$ cat src/source/phold_pkg.sv
/*
 * Shared constants and types for the PHOLD accelerator personality.
 * Every RTL file refers to these by scoped name (phold_pkg::name).
 */

package phold_pkg;

   // -------------------------------------------------------------------
   // Widths and counts
   // -------------------------------------------------------------------
   localparam int data_w     = 64;
   localparam int aeg_count  = 16;
   localparam int aeg_idx_w  = 18;
   localparam int ts_w       = 16;
   localparam int num_slots  = 8;
   localparam int slot_idx_w = 3;

   // AEG register map
   localparam int aeg_sim_end      = 0;  // Low 16 bits = end time
   localparam int aeg_num_init     = 1;  // Low 4 bits = initial events
   localparam int aeg_gvt          = 2;
   localparam int aeg_total_cycles = 3;
   localparam int aeg_total_events = 4;

   // Scheduling LFSR, Galois form shifting right
   localparam logic [ts_w-1:0] lfsr_seed = 16'hace1;
   localparam logic [ts_w-1:0] lfsr_taps = 16'hb400;

   // -------------------------------------------------------------------
   // Control
   // -------------------------------------------------------------------
   typedef enum logic [1:0] {
      st_idle     = 2'd0,
      st_running  = 2'd1,
      st_finished = 2'd2
   } pers_state_t;

   localparam logic [4:0]  inst_start = 5'd0;
   localparam logic [15:0] csr_status = 16'h0000;
   localparam logic [15:0] csr_gvt    = 16'h0001;

   // Bit positions in disp_exception
   localparam int exc_unimpl  = 0;
   localparam int exc_aeg_idx = 1;

endpackage

$ cat src/source/pers_if.sv
/*
 * Bundles passed between the personality blocks.
 * phold_cfg_if carries the run setup and start strobe, phold_report_if
 * carries the engine results back.
 */

`timescale 1ns/1ps

interface phold_cfg_if;
   // Single-cycle launch strobe
   logic                        start;
   logic [phold_pkg::ts_w-1:0]  sim_end;
   logic [3:0]                  num_init;
   // High while the FSM is not idle
   logic                        busy;

   modport regs   (output start, output sim_end, output num_init, input busy);
   modport ctrl   (input start, output busy);
   modport engine (input start, input sim_end, input num_init);
endinterface

interface phold_report_if;
   // Single-cycle end-of-run strobe, values held afterwards
   logic                          done;
   logic [phold_pkg::ts_w-1:0]    gvt;
   logic [phold_pkg::data_w-1:0]  total_cycles;
   logic [phold_pkg::data_w-1:0]  total_events;

   modport engine (output done, output gvt, output total_cycles, output total_events);
   modport regs   (input done, input gvt, input total_cycles, input total_events);
   modport ctrl   (input done);
endinterface

$ cat src/source/aeg_regfile.sv
/*
 * AEG bank behind the dispatch port.
 * Serves host reads and writes, turns the start instruction into the
 * engine start strobe and captures the run results on done.
 */

`timescale 1ns/1ps

module aeg_regfile (
   input  logic                              clk,
   input  logic                              rst_n,
   input  logic                              disp_inst_vld,
   input  logic [4:0]                        disp_inst,
   input  logic [phold_pkg::aeg_idx_w-1:0]   disp_aeg_idx,
   input  logic                              disp_aeg_rd,
   input  logic                              disp_aeg_wr,
   input  logic [phold_pkg::data_w-1:0]      disp_aeg_wr_data,
   output logic                              disp_rtn_data_vld,
   output logic [phold_pkg::data_w-1:0]      disp_rtn_data,
   output logic [15:0]                       disp_exception,
   phold_cfg_if.regs                         cfg,
   phold_report_if.regs                      rpt
);

   logic [phold_pkg::data_w-1:0] aeg [phold_pkg::aeg_count];
   logic [phold_pkg::data_w-1:0] rd_word;
   logic                         idx_ok;

   assign idx_ok = disp_aeg_idx < phold_pkg::aeg_count;

   // Read mux, falls to zero on out-of-range index
   always_comb begin
      rd_word = '0;
      for (int i = 0; i < phold_pkg::aeg_count; i++) begin
         if (disp_aeg_idx == i)
            rd_word = aeg[i];
      end
   end

   // -------------------------------------------------------------------
   // Register bank
   // -------------------------------------------------------------------
   always_ff @(posedge clk or negedge rst_n) begin
      if (!rst_n) begin
         for (int i = 0; i < phold_pkg::aeg_count; i++)
            aeg[i] <= '0;
      end else begin
         for (int i = 0; i < phold_pkg::aeg_count; i++) begin
            if (disp_aeg_wr && disp_aeg_idx == i)
               aeg[i] <= disp_aeg_wr_data;
         end
         // Engine results override a host write in the same cycle
         if (rpt.done) begin
            aeg[phold_pkg::aeg_gvt] <=
               {{(phold_pkg::data_w - phold_pkg::ts_w){1'b0}}, rpt.gvt};
            aeg[phold_pkg::aeg_total_cycles] <= rpt.total_cycles;
            aeg[phold_pkg::aeg_total_events] <= rpt.total_events;
         end
      end
   end

   // Run setup straight from the bank
   assign cfg.sim_end  = aeg[phold_pkg::aeg_sim_end][phold_pkg::ts_w-1:0];
   assign cfg.num_init = aeg[phold_pkg::aeg_num_init][3:0];

   // -------------------------------------------------------------------
   // Dispatch return, start decode, exceptions
   // -------------------------------------------------------------------
   always_ff @(posedge clk or negedge rst_n) begin
      if (!rst_n) begin
         disp_rtn_data_vld <= 1'b0;
         disp_exception    <= '0;
         cfg.start         <= 1'b0;
      end else begin
         disp_rtn_data_vld <= disp_aeg_rd;
         disp_exception    <= '0;
         disp_exception[phold_pkg::exc_unimpl] <=
            disp_inst_vld && disp_inst != phold_pkg::inst_start;
         disp_exception[phold_pkg::exc_aeg_idx] <=
            (disp_aeg_rd || disp_aeg_wr) && !idx_ok;
         // Drop starts while a run is pending or active
         cfg.start <= disp_inst_vld && disp_inst == phold_pkg::inst_start &&
                      !cfg.busy && !cfg.start;
      end
   end

   always_ff @(posedge clk) begin
      disp_rtn_data <= rd_word;
   end

endmodule

$ cat src/source/pers_ctrl.sv
/*
 * Personality control FSM.
 * Tracks idle, running and finished, and tells the host when the
 * personality is idle or must not be sent new work.
 */

`timescale 1ns/1ps

module pers_ctrl (
   input  logic                   clk,
   input  logic                   rst_n,
   phold_cfg_if.ctrl              cfg,
   phold_report_if.ctrl           rpt,
   output phold_pkg::pers_state_t state,
   output logic                   disp_idle,
   output logic                   disp_stall
);

   phold_pkg::pers_state_t state_nxt;

   // -------------------------------------------------------------------
   // Next state
   // -------------------------------------------------------------------
   always_comb begin
      state_nxt = state;
      case (state)
         phold_pkg::st_idle: begin
            if (cfg.start)
               state_nxt = phold_pkg::st_running;
         end
         phold_pkg::st_running: begin
            // Leave once the engine reports the end of the run
            if (rpt.done)
               state_nxt = phold_pkg::st_finished;
         end
         phold_pkg::st_finished: begin
            state_nxt = phold_pkg::st_idle;
         end
         default: begin
            state_nxt = phold_pkg::st_idle;
         end
      endcase
   end

   always_ff @(posedge clk or negedge rst_n) begin
      if (!rst_n)
         state <= phold_pkg::st_idle;
      else
         state <= state_nxt;
   end

   // Host status
   assign cfg.busy   = state != phold_pkg::st_idle;
   assign disp_idle  = state == phold_pkg::st_idle && !cfg.start;
   assign disp_stall = !disp_idle;

endmodule

$ cat src/source/phold_engine.sv
/*
 * PHOLD event engine with eight on-chip event slots.
 * Each cycle pops the earliest event and reschedules it at a random
 * later time until the earliest timestamp reaches the end time.
 */

`timescale 1ns/1ps

module phold_engine (
   input  logic            clk,
   input  logic            rst_n,
   phold_cfg_if.engine     cfg,
   phold_report_if.engine  rpt
);

   logic [phold_pkg::ts_w-1:0]       slot_ts [phold_pkg::num_slots];
   logic [phold_pkg::num_slots-1:0]  slot_occ;
   logic [phold_pkg::ts_w-1:0]       lfsr;
   logic                             active;

   logic [3:0]                       n_init;
   logic [phold_pkg::ts_w-1:0]       min_ts;
   logic [phold_pkg::slot_idx_w-1:0] min_idx;
   logic                             min_found;
   logic [phold_pkg::ts_w-1:0]       next_ts;
   logic [phold_pkg::ts_w-1:0]       lfsr_nxt;

   // Initial event count clamped to 1..8
   always_comb begin
      n_init = cfg.num_init;
      if (cfg.num_init == 4'd0)
         n_init = 4'd1;
      else if (cfg.num_init > phold_pkg::num_slots)
         n_init = 4'(phold_pkg::num_slots);
   end

   // -------------------------------------------------------------------
   // Minimum search, strict compare keeps the lowest slot on ties
   // -------------------------------------------------------------------
   always_comb begin
      min_ts    = '0;
      min_idx   = '0;
      min_found = 1'b0;
      for (int i = 0; i < phold_pkg::num_slots; i++) begin
         if (slot_occ[i] && (!min_found || slot_ts[i] < min_ts)) begin
            min_ts    = slot_ts[i];
            min_idx   = i[phold_pkg::slot_idx_w-1:0];
            min_found = 1'b1;
         end
      end
   end

   // Follow-on event 1 to 16 ticks later
   assign next_ts = min_ts + {{(phold_pkg::ts_w - 4){1'b0}}, lfsr[3:0]} + 1'b1;

   // Galois step
   assign lfsr_nxt = lfsr[0] ? ((lfsr >> 1) ^ phold_pkg::lfsr_taps) : (lfsr >> 1);

   // -------------------------------------------------------------------
   // Run control and counters
   // -------------------------------------------------------------------
   always_ff @(posedge clk or negedge rst_n) begin
      if (!rst_n) begin
         slot_occ         <= '0;
         lfsr             <= phold_pkg::lfsr_seed;
         active           <= 1'b0;
         rpt.done         <= 1'b0;
         rpt.gvt          <= '0;
         rpt.total_cycles <= '0;
         rpt.total_events <= '0;
      end else begin
         rpt.done <= 1'b0;
         if (cfg.start) begin
            for (int i = 0; i < phold_pkg::num_slots; i++)
               slot_occ[i] <= i < n_init;
            lfsr             <= phold_pkg::lfsr_seed;
            active           <= 1'b1;
            rpt.total_cycles <= '0;
            rpt.total_events <= '0;
         end else if (active) begin
            rpt.total_cycles <= rpt.total_cycles + 1'b1;
            lfsr             <= lfsr_nxt;
            if (min_ts >= cfg.sim_end) begin
               // End of run, earliest pending time is the GVT
               rpt.done <= 1'b1;
               rpt.gvt  <= min_ts;
               active   <= 1'b0;
            end else begin
               rpt.total_events <= rpt.total_events + 1'b1;
            end
         end
      end
   end

   // Slot timestamps
   always_ff @(posedge clk) begin
      if (cfg.start) begin
         for (int i = 0; i < phold_pkg::num_slots; i++)
            slot_ts[i] <= i[phold_pkg::ts_w-1:0];
      end else if (active && min_ts < cfg.sim_end) begin
         slot_ts[min_idx] <= next_ts;
      end
   end

endmodule

$ cat src/source/csr_responder.sv
/*
 * Management port read responder.
 * Returns the FSM state or the last GVT one cycle after a read strobe.
 */

`timescale 1ns/1ps

module csr_responder (
   input  logic                          clk,
   input  logic                          rst_n,
   input  logic                          csr_rd_vld,
   input  logic [15:0]                   csr_address,
   input  phold_pkg::pers_state_t        state,
   input  logic [phold_pkg::ts_w-1:0]    gvt,
   output logic                          csr_rd_ack,
   output logic [phold_pkg::data_w-1:0]  csr_rd_data
);

   logic [phold_pkg::data_w-1:0] rd_word;

   // Address decode, unknown addresses read zero
   always_comb begin
      case (csr_address)
         phold_pkg::csr_status:
            rd_word = {{(phold_pkg::data_w - 2){1'b0}}, state};
         phold_pkg::csr_gvt:
            rd_word = {{(phold_pkg::data_w - phold_pkg::ts_w){1'b0}}, gvt};
         default:
            rd_word = '0;
      endcase
   end

   always_ff @(posedge clk or negedge rst_n) begin
      if (!rst_n)
         csr_rd_ack <= 1'b0;
      else
         csr_rd_ack <= csr_rd_vld;
   end

   always_ff @(posedge clk) begin
      csr_rd_data <= rd_word;
   end

endmodule

$ cat src/source/phold_pers.sv
/*
 * Top level of the PHOLD personality.
 * Connects the register file, control FSM, event engine and CSR
 * responder to the dispatch and management ports.
 */

`timescale 1ns/1ps

module phold_pers (
   input  logic         clk,
   input  logic         rst_n,
   // Dispatch
   input  logic         disp_inst_vld,
   input  logic [4:0]   disp_inst,
   input  logic [17:0]  disp_aeg_idx,
   input  logic         disp_aeg_rd,
   input  logic         disp_aeg_wr,
   input  logic [63:0]  disp_aeg_wr_data,
   output logic [15:0]  disp_exception,
   output logic         disp_idle,
   output logic         disp_rtn_data_vld,
   output logic [63:0]  disp_rtn_data,
   output logic         disp_stall,
   // Management, writes have no target here
   input  logic         csr_wr_vld,
   input  logic         csr_rd_vld,
   input  logic [15:0]  csr_address,
   input  logic [63:0]  csr_wr_data,
   output logic         csr_rd_ack,
   output logic [63:0]  csr_rd_data
);

   phold_pkg::pers_state_t state;

   phold_cfg_if    cfg_if ();
   phold_report_if rpt_if ();

   // -------------------------------------------------------------------
   // Input side
   // -------------------------------------------------------------------
   aeg_regfile aeg_regfile_i (
      .clk               (clk),
      .rst_n             (rst_n),
      .disp_inst_vld     (disp_inst_vld),
      .disp_inst         (disp_inst),
      .disp_aeg_idx      (disp_aeg_idx),
      .disp_aeg_rd       (disp_aeg_rd),
      .disp_aeg_wr       (disp_aeg_wr),
      .disp_aeg_wr_data  (disp_aeg_wr_data),
      .disp_rtn_data_vld (disp_rtn_data_vld),
      .disp_rtn_data     (disp_rtn_data),
      .disp_exception    (disp_exception),
      .cfg               (cfg_if.regs),
      .rpt               (rpt_if.regs)
   );

   // -------------------------------------------------------------------
   // Processing
   // -------------------------------------------------------------------
   pers_ctrl pers_ctrl_i (
      .clk        (clk),
      .rst_n      (rst_n),
      .cfg        (cfg_if.ctrl),
      .rpt        (rpt_if.ctrl),
      .state      (state),
      .disp_idle  (disp_idle),
      .disp_stall (disp_stall)
   );

   phold_engine phold_engine_i (
      .clk   (clk),
      .rst_n (rst_n),
      .cfg   (cfg_if.engine),
      .rpt   (rpt_if.engine)
   );

   // Output side
   csr_responder csr_responder_i (
      .clk         (clk),
      .rst_n       (rst_n),
      .csr_rd_vld  (csr_rd_vld),
      .csr_address (csr_address),
      .state       (state),
      .gvt         (rpt_if.gvt),
      .csr_rd_ack  (csr_rd_ack),
      .csr_rd_data (csr_rd_data)
   );

endmodule

$ cat config.mk
export PLATFORM = sky130hd
export DESIGN_NAME = phold_pers
export DESIGN_NICKNAME = d
export VERILOG_FILES = /design/src/source/phold_pkg.sv /design/src/source/pers_if.sv /design/src/source/aeg_regfile.sv /design/src/source/pers_ctrl.sv /design/src/source/phold_engine.sv /design/src/source/csr_responder.sv /design/src/source/phold_pers.sv
export SDC_FILE = /design/constraint.sdc
export NUM_CORES = 2
export LEC_CHECK = 0
export BUFFER_PORTS_ARGS = -buffer_cell sky130_fd_sc_hd__buf_2
export CORE_AREA = 2 2 355 357
export DETAILED_ROUTE_END_ITERATION = 7
export DIE_AREA = 0 0 357 359
export MAX_ROUTING_LAYER = met4
export PLACE_DENSITY = 0.76
export SLEW_MARGIN = 20
export SYNTH_ARGS = -nofsm -noshare
export SYNTH_HDL_FRONTEND = slang
export SYNTH_SLANG_ARGS = --single-unit
$ cat constraint.sdc
create_clock -name clk -period 54.8 [get_ports clk]
set_clock_uncertainty 0.05 [all_clocks]
set_input_delay 5.48 -clock clk [delete_from_list [all_inputs] [get_ports clk]]
set_output_delay 5.48 -clock clk [all_outputs]
set_load 0.01 [all_outputs]
# Word level (Yosys, flattened, before mapping)
# Memory sizes are Yosys's and may differ from the RTL's.
# Cells that the tools add are included.
[classes] n_lt_le_gt_ge=19 mux=70 bitwise=2 n_reduce_logical=64 addsub=4 eq_ne=20
[op_table] operator="2-to-1 mux 64 bit" n=24
[op_table] operator="2-to-1 mux 16 bit" n=12
[op_table] operator="2-to-1 mux 192 bit" n=1
[op_table] operator="== test 18 x 4 -> 1 bit, second input constant" n=8
[op_table] operator="adder 64 x 1 -> 64 bit, second input constant" n=2
[op_table] operator="less-than comparator 16 bit" n=8
[op_table] operator="== test 18 x 3 -> 1 bit, second input constant" n=4
[op_table] operator="== test 18 x 2 -> 1 bit, second input constant" n=2
[op_table] operator="one-hot mux 16 bit (2 select lines)" n=1
[op_table] operator="logical AND 1 bit" n=30
[op_table] operator="2-to-1 mux 1 bit" n=20
[op_table] operator="== test 18 x 1 -> 1 bit, second input constant" n=1
[op_table] operator="logical NOT 18 bit" n=1
[op_table] operator="less-than comparator 18 x 5 -> 1 bit, second input constant" n=1
[op_table] operator="adder 16 x 1 -> 16 bit, second input constant" n=1
[op_table] operator="adder 16 x 4 -> 16 bit" n=1
[op_table] operator="== test 16 x 1 -> 1 bit, second input constant" n=1
[op_table] operator="greater-or-equal comparator 16 bit" n=1
[op_table] operator="logical NOT 16 bit" n=1
[op_table] operator="less-than comparator 3 x 4 -> 1 bit, first input constant" n=4
[op_table] operator="OR reduction 16 bit" n=1
[op_table] operator="2-to-1 mux 3 bit" n=5
[op_table] operator="logical NOT 1 bit" n=11
[op_table] operator="nonzero test 2 bit" n=5
[op_table] operator="other kinds (18)" n=33
[totals] mem_bits_rw=128 reg_bits=1281 in_bits=174 word_cells=210 mem_count=1 out_inout_bits=148
[mem_list] memory="phold_engine_i.slot_ts" words=8 word_bits=16 read_ports=8 rd_clocked_by_memory_dff=0 wr=8 line_no="phold_engine.sv:16" rtl="logic [phold_pkg::ts_w-1:0] slot_ts [phold_pkg::num_slots];"

# Longest topological paths before layout
# An unclocked memory read counts as a cell.
[depth] word_depth=37 mapped_depth=110 depth_no_buf=96

# By module
# From an unflattened synthesis, not the netlist that was laid out.
[hier_totals] hier_cells=6047 area_unflattened_um2=67775.0
[by_module_without_submodules] module="aeg_regfile" area_each_um2=48946.9 seq_area_each_um2=27005.9 n_inst=1 cells_each=4097
[by_module_without_submodules] module="phold_engine" area_each_um2=17814.6 seq_area_each_um2=8107.8 n_inst=1 cells_each=1849
[by_module_without_submodules] module="csr_responder" area_each_um2=910.9 seq_area_each_um2=345.3 n_inst=1 cells_each=92
[by_module_without_submodules] module="pers_ctrl" area_each_um2=102.6 seq_area_each_um2=50.0 n_inst=1 cells_each=9

# Worst setup path before layout
# OpenSTA, ideal clock, no wires.
[synth_path] path_type="register to register" start="register phold_engine_i.slot_occ[0] in the netlist's numbering" end="memory phold_engine_i.slot_ts[3][0] in the netlist's numbering (enable)" t_required_ps=54378 synth_period_minus_slack_ps=19999 path_buffers=16 setup_ps=372 stages_incl_launch_ff=99 path_slack_ps=34801 arrival_ps=19577 path_cell_list="dfrtp_1 clkbuf_1 clkbuf_1 nand2_1 ha_1 nand4_1 nor3_1 nor3_1 a21bo_2 clkbuf_1 and2_1 clkbuf_1 buf_1 nor2_1 a21oi_1 ha_1 o211ai_2 nor3_1 [... 63 more ...] buf_2 mux2_2 ha_1 nand3_1 o221ai_1 a21o_1 a21o_1 a21o_1 a21oi_1 o21ai_0 a21oi_1 o21ai_0 nand3b_1 nor3_1 buf_2 nand3_1 buf_2 nand2_1"
[synth_lines] element="from (decl)" line_no="phold_engine.sv:17" rtl="logic [phold_pkg::num_slots-1:0] slot_occ;"
[synth_lines] element="from (signal, indexed assignment)" line_no="phold_engine.sv:75" rtl="slot_occ[i] <= i < n_init;"
[synth_lines] element="to (decl)" line_no="phold_engine.sv:16"

# Worst setup path in the final report
[layout_path] start="register phold_engine_i.slot_occ[0] in the netlist's numbering" end="register phold_engine_i.rpt.total_events[58]"
[layout_between] elab_chain_cells=32 word_cells_on_any_way=46 cone_classes="order compare: 8; eq/ne: 1; mux: 15; reduce/logical: 22"
[layout_lines] element="2-to-1 mux 16 bit or 2-to-1 mux 1 bit (tied branches)" line_no="phold_engine.sv:45" rtl="if (slot_occ[i] && (!min_found || slot_ts[i] < min_ts)) begin"
[layout_lines] element="less-than comparator 16 bit or logical NOT 1 bit (tied branches)" line_no="phold_engine.sv:45"
[layout_lines] element="logical OR 1 bit" line_no="phold_engine.sv:45"
[layout_lines] element="logical AND 1 bit" line_no="phold_engine.sv:45"
[layout_lines] element="2-to-1 mux 16 bit or 2-to-1 mux 1 bit (tied branches)" line_no="phold_engine.sv:45"
[layout_lines] element="less-than comparator 16 bit or logical NOT 1 bit (tied branches)" line_no="phold_engine.sv:45"
[layout_lines] element="logical OR 1 bit" line_no="phold_engine.sv:45"
[layout_lines] element="logical AND 1 bit" line_no="phold_engine.sv:45"
[layout_lines] element="[... 17 more ...]"
[layout_lines] element="less-than comparator 16 bit or logical NOT 1 bit (tied branches)" line_no="phold_engine.sv:45"
[layout_lines] element="logical OR 1 bit" line_no="phold_engine.sv:45"
[layout_lines] element="logical AND 1 bit" line_no="phold_engine.sv:45"
[layout_lines] element="2-to-1 mux 16 bit (*)" line_no="phold_engine.sv:45"
[layout_lines] element="via phold_engine_i.min_ts (one bit)" line_no="phold_engine.sv:22" rtl="logic [phold_pkg::ts_w-1:0] min_ts;"
[layout_lines] element="greater-or-equal comparator 16 bit (*)" line_no="phold_engine.sv:83" rtl="if (min_ts >= cfg.sim_end) begin"
[layout_lines] element="!= test 2 bit (no line) (*)"
[layout_lines] element="AND reduction 2 bit (no line) (*)"
[layout_lines] element="to (signal assigned)" line_no="phold_engine.sv:89" rtl="rpt.total_events <= rpt.total_events + 1'b1;"
[layout_lines] element="to (decl)" line_no="pers_if.sv:29" rtl="modport engine (output done, output gvt, output total_cycles, output total_events);"
# Mark *: on every way through the listed nets, which the timed path passes. The rest lies on a longest branch.
# A chain may end at the register's enable or synchronous reset.

==> reports/results.ini <==
[clock_tree]
cts.clk_slew.worst_paths_ns = 0.06
htree_levels = 4
hold_buffers = 0
cts_buffer_depth = 3
clock_latency_ns = 0.79
cts_made_buffers = 146
cts_tree = yes
numClockSinks = 1409
cts_resized = 0
cts_setup_buffers = 0
cts_root_buf = clkbuf_16

[flow_run]
cap_violations = 0

[drt]
routed_wirelength_mm = 177
drtPass1Iterations = 8
vias_per_cell = 6.23
num_vias = 45200
routedLengthMet1_mm = 71.1
routed.top_layer = met4
wl_per_cell_um = 24.3
detail-route-antenna-nets = 0
wl_met3_mm = 13.9
drt_iter0_drc = 4493
drc_errors = 0
routed-wl-met2_mm = 83.7

[layout]
drive_gt1_frac = 0.273
design_area_mm2 = 0.0728
final_common_cell = dfrtp_1
n_fill_cell = 9929
final_cell_mix = 1191 x dfrtp_1, 876 x mux2_2, 425 x nand2_1
area_growth_pct = 11.1
nets = 5772

[timing]
worst_pin_slew_ns = 1.17
grt_setup_unrepaired = false
max_freq_ghz = 0.0401
slew_headroom = 0.215
slew_violations = 0
setup_viol = 0
hold_viol_final = 0
fin_tns_setup_ns = 0
fin_crit_sh = 0.455
period_needed_ns = 24.91

[power]
peakVddDrop_v = 0.0000396
powerDensity_mw_per_mm2 = 38.6
pwr-share-comb = 0.214
p_clk_frac = 0.370
p_int_mw = 1.95
power_leakage_nw = 35.0
swShare = 0.307
switchingPower_uw = 862
p_seq_frac = 0.416

[floorplan]
io_pins = 322
rows = 130
fp.dieW_um = 357
start_util = 0.526
core_area_mm2 = 0.125
die_h_um = 359
die-area_mm2 = 0.128

[place]
place_congestion = 0.915
place_area_mm2 = 0.0677
port_buffers = 194
dp_hpwl_mm = 106

[yosys]
synth_edf_count = 128
netlist.area_leader.share = 0.455
synth_area_leaders = dfrtp_1 46%, mux2_2 15%, edfxtp_1 5.9%, mux2i_1 2.8%, nand2_1 2.5%
syn_area_mm2 = 0.0656
synth-seq-cells = 1409
async_flop_share = 0.852
yosys_warnings = 0
synth.distinct_cells = 85
synthCells = 5434
syn_area_per_cell_um2 = 12.1
ys.flop_type = dfrtp_1
synth.largest_area_cell = dfrtp_1
synth-seq-area-share = 0.542

[global_routing]
grt_pass1_vias = 46000
grt-ovfl-total = 0
grt_max_degree = 194
antenna_found_initial = 17
grt_pass1_wl_mm = 273
grt_util_all_layers = 0.284

[setup_path]
path_common_cell = a21oi_1
startpoint_type = register
arrival_ns = 25.55
cpPeakStageDelay_ns = 0.90
critPathSlowestCell = o31ai_1
crit_fanout = 31
worstPathRequired_ns = 55.43
path_class = register to register
worst_setup_path_end_kind = register
regToRegSetupSlack_ns = 29.89

[min_path]
hold_class = register to register

[run_status]
run_status = finished, final reports clean

## synthesized netlist by cell type (all sizes together) (16+ instances only)
| cell type | n |
|---|---|
| dfrtp | 1193 |
| inv | 105 |
| ha | 125 |
| nor2 | 343 |
| and3 | 43 |
| a31oi | 16 |
| o21a | 28 |
| dfxtp | 80 |
| and2 | 22 |
| mux4 | 69 |
| o21ai | 291 |
| clkbuf | 341 |
| a21o | 26 |
| mux2 | 876 |
| xnor2 | 44 |
| xor2 | 82 |
| a21oi | 135 |
| or3 | 16 |
| nand4 | 98 |
| edfxtp | 128 |
| mux2i | 183 |
| a211oi | 18 |
| nand3 | 92 |
| nor3 | 36 |
| a22oi | 68 |
| nand2 | 437 |
| nor4 | 20 |
| a22o | 113 |
| a221o | 62 |
| buf | 99 |
| a221oi | 117 |
## final timing paths
path | startpoint | endpoint | cells after the start
min in group asynchronous | rst_n | aeg_regfile_i.aeg[537] | 1
worst max register to register | phold_engine_i.slot_occ[0] | phold_engine_i.rpt.total_events[58] | 86
worst max-delay path | phold_engine_i.slot_occ[0] | phold_engine_i.rpt.total_events[58] | 86
worst min register to register | aeg_regfile_i.aeg[50] | aeg_regfile_i.disp_rtn_data[50] | 2
worst min-delay path | aeg_regfile_i.aeg[50] | aeg_regfile_i.disp_rtn_data[50] | 2
max in group asynchronous | rst_n | aeg_regfile_i.aeg[376] | 7
## per-stage QoR
| stage | utilization | std cells | power [mW] | hold WS (ns) | setup WS (ns) |
|---|---|---|---|---|---|
| 4_1_cts | 0.584 | 7241 | 2.81 | 0.411 | 30.41 |
| 3_3_place_gp | 0.544 | 6972 | 1.75 | 0.393 | 30.99 |
| 6_report | 0.585 | 7256 | 2.81 | 0.405 | 29.89 |
| 3_5_place_dp | 0.544 | 6972 | 1.77 | 0.396 | 30.48 |
| 2_1_floorplan | - | 5495 | 1.57 | 0.377 | 34.80 |
| 5_1_grt | 0.585 | 7253 | 2.93 | 0.430 | 28.15 |
## power groups by stage
stage / sequential, mW / clock (mW) / combinational [mW]
after global placement: 1.18 / 0 / 0.572
final: 1.17 / 1.04 / 0.601
after detailed placement: 1.19 / 0 / 0.588
after floorplan: 1.16 / 0 / 0.405
after CTS: 1.17 / 1.05 / 0.594
after global routing: 1.18 / 1.09 / 0.660
## routing by layer
layer,up-vias,global-route usage
met3,461,0.0532
met4,0,0.123
li1,19800,-
met5,-,-
met1,23200,0.368
met2,1770,0.436
## worst max-delay path: cells and delay by family (launching register included)
| family | cells | cell delay [ns] |
|---|---|---|
| flip-flops | 1 | 0.88 |
| buffers and inverters | 2 | 0.19 |
| adder cells (fa/ha/maj) | 8 | 2.71 |
| multiplexers | 1 | 0.46 |
| AND/OR/NAND/NOR | 25 | 6.21 |
| AO/OA/AOI/OAI | 50 | 14.27 |
## final cells by class
cell class / count / area (um^2) / area share
Clock inverter: 57 / 767 / 0.0105
Antenna cell: 13 / 32.5 / 0.000447
Sequential cell: 1409 / 35500 / 0.488
Multi-Input combinational cell: 3540 / 28200 / 0.387
Inverter: 106 / 398 / 0.00546
Timing Repair Buffer: 269 / 1620 / 0.0222
Clock buffer: 212 / 4260 / 0.0584
Tap cell: 1650 / 2060 / 0.0283
## registers in the layout, indices dropped and copies added, names as in the netlist, 4 cells and up
signal	count
phold_engine_i.rpt.total_cycles	64
aeg_regfile_i.disp_rtn_data	64
aeg_regfile_i.aeg	1004
aeg_regfile_i.cfg.num_init	4
phold_engine_i.lfsr	16
aeg_regfile_i.cfg.sim_end	16
phold_engine_i.slot_ts	128
phold_engine_i.slot_occ	8
phold_engine_i.rpt.total_events	64
phold_engine_i.rpt.gvt	16
csr_responder_i.csr_rd_data	16
## kinds of logic after synthesis
family                   count (synthesis)  share of synthesized area
flip-flops                            1409                      0.542
AND/OR/NAND/NOR                       1164                     0.0799
multiplexers                          1128                      0.202
AO/OA/AOI/OAI                          934                     0.0993
buffers and inverters                  546                     0.0353
adder cells (fa/ha/maj)                126                     0.0242
XOR/XNOR                               126                     0.0176
other                                    1                  0.0000572
Power figures use the tool's default switching activity.
